`config.mk`:
```
export PLATFORM = sky130hd
export DESIGN_NAME = cache_top
export DESIGN_NICKNAME = d
export VERILOG_FILES = /design/src/cache_pkg.sv /design/src/cache_array_if.sv /design/src/cache_control_fsm.sv /design/src/victim_pointer.sv /design/src/tag_state_array.sv /design/src/data_array.sv /design/src/cache_top.sv
export VERILOG_INCLUDE_DIRS = /design/src /design/src/include
export SDC_FILE = /design/constraint.sdc
export NUM_CORES = 2
export LEC_CHECK = 0
export ABC_AREA = 1
export BUFFER_PORTS_ARGS = -buffer_cell sky130_fd_sc_hd__buf_4
export CORE_UTILIZATION = 23
export DETAILED_ROUTE_END_ITERATION = 10
export GPL_TIMING_DRIVEN = 0
export REMOVE_ABC_BUFFERS = 1
export SLEW_MARGIN = 20
export SYNTH_ARGS = -nofsm -noshare
export SYNTH_HDL_FRONTEND = slang
export SYNTH_SLANG_ARGS = --single-unit
```
`constraint.sdc`:
```
create_clock -name clk -period 7 [get_ports clk]
set_clock_uncertainty 0.1 [all_clocks]
set_input_delay 0.7 -clock clk [delete_from_list [all_inputs] [get_ports clk]]
set_output_delay 0.7 -clock clk [all_outputs]
set_load 0.1 [all_outputs]
```
`src/include/cache_config.svh`:
```
`ifndef CACHE_CONFIG_SVH
`define CACHE_CONFIG_SVH

// Address and word widths
`define CACHE_ADDR_W    32
`define CACHE_DATA_W    32

// Set associativity
`define CACHE_WAYS      4
`define CACHE_WAY_W     2

// Sets, one block of one word each way
`define CACHE_SETS      16
`define CACHE_INDEX_W   4

// Byte offset inside the word, zero on the bus
`define CACHE_OFFSET_W  2

// Tag takes the remaining address bits
`define CACHE_TAG_W     26

`endif

```
`src/cache_pkg.sv`:
```
`default_nettype none

package cache_pkg;

    // Line coherence state
    typedef enum logic [1:0] {
        MesiInvalid   = 2'b00,
        MesiShared    = 2'b01,
        MesiExclusive = 2'b10,
        MesiModified  = 2'b11
    } mesiState;

    // Controller sequencing states
    typedef enum logic [2:0] {
        StIdle,
        StLookup,
        StWriteBack,
        StFill,
        StUpgrade,
        StUpdate,
        StDone
    } ctrlState;

    // Bus operation currently requested by the controller
    typedef enum logic [2:0] {
        OpNone,
        OpRead,
        OpReadEx,
        OpInvalidate,
        OpWriteBack
    } busOp;

endpackage

`default_nettype wire

```
`src/cache_array_if.sv`:
```
`timescale 1ns/1ps
`default_nettype none

`include "cache_config.svh"

interface cache_array_if
    import cache_pkg::*;
();

    // Lookup address from the controller
    logic [`CACHE_INDEX_W-1:0] index;
    logic [`CACHE_TAG_W-1:0]   tag;
    // Way that is read and written
    logic [`CACHE_WAY_W-1:0]   accessWay;

    // Tag and state update
    logic                      tagWrite;
    logic [`CACHE_TAG_W-1:0]   newTag;
    mesiState                  newState;

    // Word update
    logic                      dataWrite;
    logic [`CACHE_DATA_W-1:0]  writeData;

    // Lookup results
    logic                      hit;
    logic [`CACHE_WAY_W-1:0]   hitWay;
    mesiState                  wayState;
    logic [`CACHE_TAG_W-1:0]   wayTag;
    logic                      freeFound;
    logic [`CACHE_WAY_W-1:0]   freeWay;

    // Stored word at index and access way
    logic [`CACHE_DATA_W-1:0]  readData;

    modport ctrl (
        output index, tag, accessWay, tagWrite, newTag, newState, dataWrite, writeData,
        input  hit, hitWay, wayState, wayTag, freeFound, freeWay, readData
    );

    modport tags (
        input  index, tag, accessWay, tagWrite, newTag, newState,
        output hit, hitWay, wayState, wayTag, freeFound, freeWay
    );

    modport data (
        input  index, accessWay, dataWrite, writeData,
        output readData
    );

endinterface

`default_nettype wire

```
`src/cache_control_fsm.sv`:
```
`timescale 1ns/1ps
`default_nettype none

`include "cache_config.svh"

module cache_control_fsm
    import cache_pkg::*;
(
    input  logic                      clk,
    input  logic                      reset,
    input  logic                      cpuRead,
    input  logic                      cpuWrite,
    input  logic [`CACHE_ADDR_W-1:0]  cpuAddr,
    input  logic [`CACHE_DATA_W-1:0]  cpuWriteData,
    output logic [`CACHE_DATA_W-1:0]  cpuReadData,
    output logic                      cpuDone,
    output logic                      busReq,
    input  logic                      busGnt,
    output logic [`CACHE_ADDR_W-1:0]  busAddr,
    output logic [`CACHE_DATA_W-1:0]  busWriteData,
    output logic                      busRead,
    output logic                      busReadEx,
    output logic                      busInvalidate,
    output logic                      memWrite,
    input  logic [`CACHE_DATA_W-1:0]  busReadData,
    input  logic                      dataInBus,
    input  logic                      sharedIn,
    input  logic                      memWriteDone,
    input  logic                      allInvalidationDone,
    input  logic [`CACHE_WAY_W-1:0]   victimWay,
    output logic                      fillNoFree,
    cache_array_if.ctrl               arrays
);

    ctrlState                  state;
    ctrlState                  nextState;
    busOp                      op;
    logic [`CACHE_TAG_W-1:0]   reqTag;
    logic [`CACHE_INDEX_W-1:0] reqIndex;
    logic [`CACHE_WAY_W-1:0]   missWay;
    logic [`CACHE_WAY_W-1:0]   lookupWay;
    logic [`CACHE_WAY_W-1:0]   wayReg;
    logic                      noFreeReg;

    // Address split, byte offset ignored
    assign reqTag   = cpuAddr[`CACHE_ADDR_W-1 -: `CACHE_TAG_W];
    assign reqIndex = cpuAddr[`CACHE_OFFSET_W +: `CACHE_INDEX_W];
    assign arrays.index = reqIndex;
    assign arrays.tag   = reqTag;

    // Free way first, round robin victim otherwise
    assign missWay   = arrays.freeFound ? arrays.freeWay : victimWay;
    assign lookupWay = arrays.hit ? arrays.hitWay : missWay;
    // Way is chosen live in Lookup and held after that
    assign arrays.accessWay = (state == StLookup) ? lookupWay : wayReg;

    // Bus operation follows the state
    always_comb
    begin
        case (state)
            StWriteBack: op = OpWriteBack;
            StFill:      op = cpuWrite ? OpReadEx : OpRead;
            StUpgrade:   op = OpInvalidate;
            default:     op = OpNone;
        endcase
    end

    // Request held for the whole bus phase, strobes only under grant
    assign busReq        = (op != OpNone);
    assign busRead       = busGnt && (op == OpRead);
    assign busReadEx     = busGnt && (op == OpReadEx);
    assign busInvalidate = busGnt && (op == OpInvalidate);
    assign memWrite      = busGnt && (op == OpWriteBack);
    // Victim address on write-back, block address otherwise
    assign busAddr = (op == OpWriteBack) ?
                     {arrays.wayTag, reqIndex, {`CACHE_OFFSET_W{1'b0}}} :
                     {reqTag, reqIndex, {`CACHE_OFFSET_W{1'b0}}};
    assign busWriteData = arrays.readData;

    assign cpuDone     = (state == StDone);
    assign cpuReadData = arrays.readData;

    always_comb
    begin
        nextState        = state;
        arrays.tagWrite  = 1'b0;
        arrays.newTag    = reqTag;
        arrays.newState  = MesiModified;
        arrays.dataWrite = 1'b0;
        arrays.writeData = cpuWriteData;
        fillNoFree       = 1'b0;
        case (state)
            StIdle:
            begin
                if (cpuRead || cpuWrite)
                    nextState = StLookup;
            end
            StLookup:
            begin
                if (arrays.hit)
                begin
                    if (!cpuWrite)
                        nextState = StDone;
                    // Shared copy needs the others invalidated first
                    else if (arrays.wayState == MesiShared)
                        nextState = StUpgrade;
                    else
                    begin
                        // Exclusive or Modified, write in place
                        arrays.tagWrite  = 1'b1;
                        arrays.dataWrite = 1'b1;
                        nextState        = StDone;
                    end
                end
                else if (arrays.wayState == MesiModified)
                    nextState = StWriteBack;
                else
                    nextState = StFill;
            end
            StWriteBack:
            begin
                if (busGnt && memWriteDone)
                    nextState = StFill;
            end
            StFill:
            begin
                if (busGnt && dataInBus)
                begin
                    // Capture the bus word with the new tag and state
                    arrays.tagWrite  = 1'b1;
                    arrays.dataWrite = 1'b1;
                    arrays.writeData = busReadData;
                    if (!cpuWrite)
                        arrays.newState = sharedIn ? MesiShared : MesiExclusive;
                    fillNoFree = noFreeReg;
                    nextState  = StUpdate;
                end
            end
            StUpgrade:
            begin
                if (busGnt && allInvalidationDone)
                    nextState = StUpdate;
            end
            StUpdate:
            begin
                // Processor word goes over the filled or upgraded line
                if (cpuWrite)
                begin
                    arrays.tagWrite  = 1'b1;
                    arrays.dataWrite = 1'b1;
                end
                nextState = StDone;
            end
            default:
                nextState = StIdle;
        endcase
    end

    always_ff @(posedge clk)
    begin
        if (reset)
            state <= StIdle;
        else
            state <= nextState;
    end

    always_ff @(posedge clk)
    begin
        if (reset)
            noFreeReg <= 1'b0;
        else if (state == StLookup)
            noFreeReg <= !arrays.freeFound;
    end

    // Access way kept for the rest of the request
    always_ff @(posedge clk)
    begin
        if (state == StLookup)
            wayReg <= lookupWay;
    end

endmodule

`default_nettype wire

```
`src/victim_pointer.sv`:
```
`timescale 1ns/1ps
`default_nettype none

`include "cache_config.svh"

module victim_pointer (
    input  logic                      clk,
    input  logic                      reset,
    input  logic [`CACHE_INDEX_W-1:0] index,
    input  logic                      advance,
    output logic [`CACHE_WAY_W-1:0]   victimWay
);

    // One counter per set
    logic [`CACHE_WAY_W-1:0] pointer [`CACHE_SETS];

    assign victimWay = pointer[index];

    always_ff @(posedge clk)
    begin
        if (reset)
        begin
            for (int s = 0; s < `CACHE_SETS; s++)
                pointer[s] <= '0;
        end
        // Steps after a replacement, wraps past the last way
        else if (advance)
            pointer[index] <= pointer[index] + 1'b1;
    end

endmodule

`default_nettype wire

```
`src/tag_state_array.sv`:
```
`timescale 1ns/1ps
`default_nettype none

`include "cache_config.svh"

module tag_state_array
    import cache_pkg::*;
(
    input  logic                     clk,
    input  logic                     reset,
    input  logic                     snoopValid,
    input  logic                     snoopInvalidate,
    input  logic [`CACHE_ADDR_W-1:0] snoopAddr,
    output logic                     invalidationDone,
    cache_array_if.tags              arrays
);

    logic [`CACHE_TAG_W-1:0]   lineTag   [`CACHE_SETS][`CACHE_WAYS];
    mesiState                  lineState [`CACHE_SETS][`CACHE_WAYS];
    logic [`CACHE_TAG_W-1:0]   snoopTag;
    logic [`CACHE_INDEX_W-1:0] snoopIndex;
    logic                      snoopHit;
    logic [`CACHE_WAY_W-1:0]   snoopWay;

    assign snoopTag   = snoopAddr[`CACHE_ADDR_W-1 -: `CACHE_TAG_W];
    assign snoopIndex = snoopAddr[`CACHE_OFFSET_W +: `CACHE_INDEX_W];

    // Access way view for the controller
    assign arrays.wayState = lineState[arrays.index][arrays.accessWay];
    assign arrays.wayTag   = lineTag[arrays.index][arrays.accessWay];

    // Processor compare over all ways
    // Descending scan so the lowest way wins
    always_comb
    begin
        arrays.hit       = 1'b0;
        arrays.hitWay    = '0;
        arrays.freeFound = 1'b0;
        arrays.freeWay   = '0;
        for (int w = `CACHE_WAYS - 1; w >= 0; w--)
        begin
            if (lineState[arrays.index][w] == MesiInvalid)
            begin
                arrays.freeFound = 1'b1;
                arrays.freeWay   = `CACHE_WAY_W'(w);
            end
            else if (lineTag[arrays.index][w] == arrays.tag)
            begin
                arrays.hit    = 1'b1;
                arrays.hitWay = `CACHE_WAY_W'(w);
            end
        end
    end

    // Snoop compare, only for an invalidate
    always_comb
    begin
        snoopHit = 1'b0;
        snoopWay = '0;
        for (int w = `CACHE_WAYS - 1; w >= 0; w--)
        begin
            if (lineState[snoopIndex][w] != MesiInvalid &&
                lineTag[snoopIndex][w] == snoopTag)
            begin
                snoopHit = snoopValid && snoopInvalidate;
                snoopWay = `CACHE_WAY_W'(w);
            end
        end
    end

    // Line states, all Invalid out of reset
    always_ff @(posedge clk)
    begin
        if (reset)
        begin
            for (int s = 0; s < `CACHE_SETS; s++)
                for (int w = 0; w < `CACHE_WAYS; w++)
                    lineState[s][w] <= MesiInvalid;
        end
        else
        begin
            if (arrays.tagWrite)
                lineState[arrays.index][arrays.accessWay] <= arrays.newState;
            // Snoop never overlaps a processor request
            if (snoopHit)
                lineState[snoopIndex][snoopWay] <= MesiInvalid;
        end
    end

    always_ff @(posedge clk)
    begin
        if (arrays.tagWrite)
            lineTag[arrays.index][arrays.accessWay] <= arrays.newTag;
    end

    // Confirmation one cycle after the matching snoop
    always_ff @(posedge clk)
    begin
        if (reset)
            invalidationDone <= 1'b0;
        else
            invalidationDone <= snoopHit;
    end

endmodule

`default_nettype wire

```
`src/data_array.sv`:
```
`timescale 1ns/1ps
`default_nettype none

`include "cache_config.svh"

module data_array (
    input  logic        clk,
    cache_array_if.data arrays
);

    // One word per line
    logic [`CACHE_DATA_W-1:0] word [`CACHE_SETS][`CACHE_WAYS];

    // Asynchronous read at the access way
    assign arrays.readData = word[arrays.index][arrays.accessWay];

    always_ff @(posedge clk)
    begin
        if (arrays.dataWrite)
            word[arrays.index][arrays.accessWay] <= arrays.writeData;
    end

endmodule

`default_nettype wire

```
`src/cache_top.sv`:
```
`timescale 1ns/1ps
`default_nettype none

`include "cache_config.svh"

module cache_top (
    input  logic                     clk,
    input  logic                     reset,
    // Processor side
    input  logic                     cpuRead,
    input  logic                     cpuWrite,
    input  logic [`CACHE_ADDR_W-1:0] cpuAddr,
    input  logic [`CACHE_DATA_W-1:0] cpuWriteData,
    output logic [`CACHE_DATA_W-1:0] cpuReadData,
    output logic                     cpuDone,
    // Common bus
    output logic                     busReq,
    input  logic                     busGnt,
    output logic [`CACHE_ADDR_W-1:0] busAddr,
    output logic [`CACHE_DATA_W-1:0] busWriteData,
    output logic                     busRead,
    output logic                     busReadEx,
    output logic                     busInvalidate,
    output logic                     memWrite,
    input  logic [`CACHE_DATA_W-1:0] busReadData,
    input  logic                     dataInBus,
    input  logic                     sharedIn,
    input  logic                     memWriteDone,
    input  logic                     allInvalidationDone,
    // Snoop side
    input  logic                     snoopValid,
    input  logic                     snoopInvalidate,
    input  logic [`CACHE_ADDR_W-1:0] snoopAddr,
    output logic                     invalidationDone
);

    logic [`CACHE_WAY_W-1:0] victimWay;
    logic                    fillNoFree;

    cache_array_if arrays ();

    cache_control_fsm i_ctrl (
        .clk                 (clk),
        .reset               (reset),
        .cpuRead             (cpuRead),
        .cpuWrite            (cpuWrite),
        .cpuAddr             (cpuAddr),
        .cpuWriteData        (cpuWriteData),
        .cpuReadData         (cpuReadData),
        .cpuDone             (cpuDone),
        .busReq              (busReq),
        .busGnt              (busGnt),
        .busAddr             (busAddr),
        .busWriteData        (busWriteData),
        .busRead             (busRead),
        .busReadEx           (busReadEx),
        .busInvalidate       (busInvalidate),
        .memWrite            (memWrite),
        .busReadData         (busReadData),
        .dataInBus           (dataInBus),
        .sharedIn            (sharedIn),
        .memWriteDone        (memWriteDone),
        .allInvalidationDone (allInvalidationDone),
        .victimWay           (victimWay),
        .fillNoFree          (fillNoFree),
        .arrays              (arrays.ctrl)
    );

    // Replacement counter follows the lookup index
    victim_pointer i_victim (
        .clk       (clk),
        .reset     (reset),
        .index     (arrays.index),
        .advance   (fillNoFree),
        .victimWay (victimWay)
    );

    tag_state_array i_tags (
        .clk              (clk),
        .reset            (reset),
        .snoopValid       (snoopValid),
        .snoopInvalidate  (snoopInvalidate),
        .snoopAddr        (snoopAddr),
        .invalidationDone (invalidationDone),
        .arrays           (arrays.tags)
    );

    data_array i_data (
        .clk    (clk),
        .arrays (arrays.data)
    );

endmodule

`default_nettype wire

```
==> impl_summary.log <==
[metrics] power density over cell area: 276 nW/um^2
[metrics] Total GRT Usage: 0.170
[metrics] cell types with the largest area share after synthesis: edfxtp_1 (68%), nand2_1 (9.2%), a22oi_1 (8.6%)
[metrics] worst-case clock buffer depth: 4
[metrics] outcome: finished, violations left
[metrics] worst-skew pair later-pin latency: ~0.98 ns
[metrics] CP Max Fanout: 34
[metrics] FF-to-FF path depth: 29
[metrics] ports placed on the boundary: 242
[metrics] vias per inst: roughly 5.3
[metrics] nets@finish: 14400
[metrics] number of distinct library cell variants in the gate-level netlist after synthesis: between 50 and 60
[metrics] initial DRC count: 20400
[metrics] detailed placement HPWL: about 380000 um
[metrics] launch point of the worst hold path: cpuRead
[metrics] clock slew at the register clock pins of the worst setup and hold paths: 0.06 ns
[metrics] Slew Viols, Final: 0
[metrics] total of endpoints with negative setup slack in the final report: 5
[metrics] startpoint of the worst register-to-register path: i_tags.lineTag[2][70]$_DFFE_PP_
[metrics] CTS Root Buffer Type: clkbuf_16
[metrics] CP Data Arrival Time: 6.22 ns
[metrics] maximum number of pins on one net before global-route repair: 117
[metrics] cell leakage power: approximately 0.067 uW
[metrics] most used flip-flop cell after synthesis: edfxtp_1
[metrics] final period demand of the worst path: 7.02 ns
[metrics] number of H-tree branching levels: 5
[metrics] cell taking the most area after synthesis: edfxtp_1
[metrics] dominant cell type by count on the critical path: nand2_1
[metrics] final design utilization: 0.279
[metrics] placed cell areas: 185000 um^2
[metrics] placeable core region: slightly above 700000 um^2
[metrics] relative slew slack: 0.119
[metrics] WL final: 655000 um
[metrics] CTS tree: yes
[metrics] unrepaired setup endpoints after global routing: true
[metrics] Crit path required time: 6.20 ns
[metrics] drt pass-1 iters: 7
[metrics] achievable clock frequency: 0.143 GHz
[metrics] transition time at the pin with the least slew margin: ~1.3 ns
[metrics] worst-case register-to-register setup slack: 0.50 ns
[metrics] via count of the first global-routing pass: 118000
[metrics] post-route ant nets: 0
[metrics] initial antenna violation count: 49
[metrics] Synth Cell Area: roughly 170000 um^2
[metrics] number of warnings reported in the yosys synthesis log: 0
[metrics] DRC: 0
[metrics] class of the tightest hold or removal check: in -> reg
[metrics] Final Hold Viols: 0
[metrics] Inserted Clock Buffers: about 380
[metrics] Hold EP: i_ctrl.state[1]$_SDFFE_PP0P_
[metrics] Max Cap Viol: 0
[metrics] Crit path largest cell delay: ~0.47 ns
[metrics] number of instances in the synthesized netlist: 14200
[metrics] layout overhead on the synthesized area: 20.5%
[metrics] IR drop worst, VDD: 0.314 mV
[metrics] fraction of layout cells with a size suffix above 1: 0.110
[metrics] total number of vias: around 130k
[metrics] slack of the critical path: -0.0166 ns
[metrics] Final Cycle Share: 1.00
[metrics] Seq/Total Area, Yosys: 0.693
[metrics] clock sink total: 3879
[metrics] final total negative setup slack: -0.0608 ns
[metrics] CP max stage cell: a221oi_1
[metrics] full die area: 726000 um^2
[metrics] post-detailed-route wirelength per cell: 27.1 um
[metrics] area fraction of the dominant cell type after synthesis: 0.676
[metrics] number of port buffers: 235
[metrics] Startpoint Class: primary input
[metrics] grt ovf: 0
[metrics] Synth Register Bits: 3879
[metrics] Die Height: 852 um
[metrics] num rows: 311
[metrics] async set or reset register ratio after synthesis: 0
[metrics] category of the critical setup timing path: in -> out
[metrics] number of enable flip-flop cells after synthesis: 3744
[metrics] reg-to-reg endpoint: i_data.word[2][65]$_DFFE_PP_
[metrics] Mean Syn Cell Area: roughly 12 um^2
[metrics] WHS Path Cells: 5
[metrics] global-route wire length before repair: about 900000 um
[metrics] final RePlAce weighted congestion: 0.869
[metrics] initial core utilization: 0.231
[metrics] worst hold slack: 0.151 ns
[metrics] Die X: 852 um
[metrics] category of the worst setup path capture point: output port
[metrics] failing checks: setup timing
[metrics] post-route standard cell area excluding fillers: 200000 um^2
## flip-flops by register name (all words and copies together), names as in the netlist
register / count
i_ctrl.noFreeReg: 1
i_ctrl.state: 3
i_ctrl.wayReg: 2
i_data.word: 2048
i_tags.invalidationDone: 1
i_tags.lineState: 128
i_tags.lineTag: 1664
i_victim.pointer: 32
## timing repair
item | 4_1_cts | 5_1_grt
gates cloned | 35 | 8
pin swaps | 34 | 18
hold buffers | 1 | 0
endpoints found under the hold margin | 2 | 0
endpoints found under the setup margin | 3932 | 1951
gates resized for setup | 213 | 44
buffers inserted | 39 | 9
## kinds of logic (layout without fill, tap and decap cells)
kind of cell              after synthesis  after routing  share of synthesized area
DFF                                  3879           3879                      0.693
AOI/OAI and AO/OA                    3366           3366                      0.133
other                                   1             23                  0.0000226
buffers and inverters                1248           1652                     0.0317
xor gates and xnor gates               54             54                    0.00285
and+or+nand+nor                      5622           5622                      0.140
## through the flow
step | worst slack, ns | total power (uW) | std cells
after floorplan | -11.77 | 30900 | 13200
after global placement | -40.77 | 34900 | 23000
after detailed placement | -3.28 | 34500 | 23300
after CTS | 0.000119 | 55100 | 24100
after global routing | 0.00143 | 56400 | 24100
final | -0.0166 | 55300 | 24100
## final cells by class
type / instances / area [um^2]
inverter: 260 / 1580
clock inverter: 235 / 1860
sequential: 3879 / 115000
clock buffer: 457 / 9950
multi-input combinational: 9044 / 47200
tap: 9546 / 11900
antenna: 21 / 52.6
fill: 72500 / 518000
timing repair inverter: 4 / 37.5
timing repair buffer: 696 / 12600
## worst max path at each step
stage                from                             to  slack, ns
6_report       cpuAddr[3]                    busAddr[13]      -0.02
5_1_grt        cpuAddr[3]                    busAddr[10]      0.001
4_1_cts        cpuAddr[2]               busWriteData[31]     0.0001
3_5_place_dp   cpuAddr[2]                    busAddr[18]      -3.28
3_3_place_gp   cpuAddr[2]  i_data.word[2][122]$_DFFE_PP_     -40.77
2_1_floorplan  cpuAddr[3]                busWriteData[0]     -11.77
## synthesized netlist by cell type, types with 7 or more instances
| library cell | instances |
|---|---|
| a21oi_1 | 1054 |
| a221oi_1 | 7 |
| a22oi_1 | 1911 |
| and2_1 | 8 |
| buf_1 | 134 |
| buf_2 | 283 |
| buf_4 | 46 |
| buf_6 | 8 |
| clkbuf_1 | 517 |
| clkinv_1 | 11 |
| dfxtp_1 | 135 |
| edfxtp_1 | 3744 |
| inv_1 | 219 |
| inv_2 | 30 |
| nand2_1 | 4054 |
| nand3_1 | 430 |
| nand3b_1 | 11 |
| nand4_1 | 309 |
| nor2_1 | 461 |
| nor3_1 | 77 |
| nor3b_1 | 8 |
| nor4_1 | 153 |
| o21ai_0 | 172 |
| o21ai_1 | 88 |
| o221ai_1 | 35 |
| o22ai_1 | 31 |
| o41ai_1 | 32 |
| or2_2 | 91 |
| xor2_1 | 49 |
## placed cells by master (no fill, tap or decap), types with 11 or more instances in the layout
cell       Yosys  final
or2_2         91     91
diode_2        0     21
nand2_1     4054   4002
o22ai_1       31     25
nand3_1      430    428
a21oi_1     1054   1052
clkbuf_1     517     70
o41ai_1       32     32
inv_1        219    149
buf_6          8     63
clkinv_2       0     76
dfxtp_1      135    135
o21ai_1       88     95
buf_16         0    199
bufbuf_16      0     30
xor2_1        49     45
nand2_4        3     13
inv_2         30     24
nor2_1       461    424
bufinv_16      0     25
buf_4         46    213
nor2_2         2     22
inv_6          0     30
nor4_1       153    143
o21ai_0      172    154
nor3_1        77     69
nand3b_1      11     11
nor2_4         3     20
inv_8          0     51
nand4_1      309    309
a22oi_1     1911   1908
clkbuf_16      0    395
buf_12         0    179
edfxtp_1    3744   3744
clkinv_1      11    110
o221ai_4       0     30
nand2_2        3     40
## worst max-delay path, delay by kind of cell
family,cells,cell delay [ns]
and+or+nand+nor,16,2.17
buffers and inverters,9,1.97
AOI/OAI and AO/OA,4,1.10
## metal layers
metal	vias up	wire [um]	track usage
met2	9296	285000	0.259
met3	2008	84200	0.0445
met1	62800	245000	0.222
met5	-	85	0
met4	16	41200	0.0912
li1	52900	-	-
## power breakdown
group,internal [uW],switching (uW)
logic,2510,6970
clock network,11100,9070
registers,25600,22.4
No activity file was read; power rests on OpenSTA's default activity.
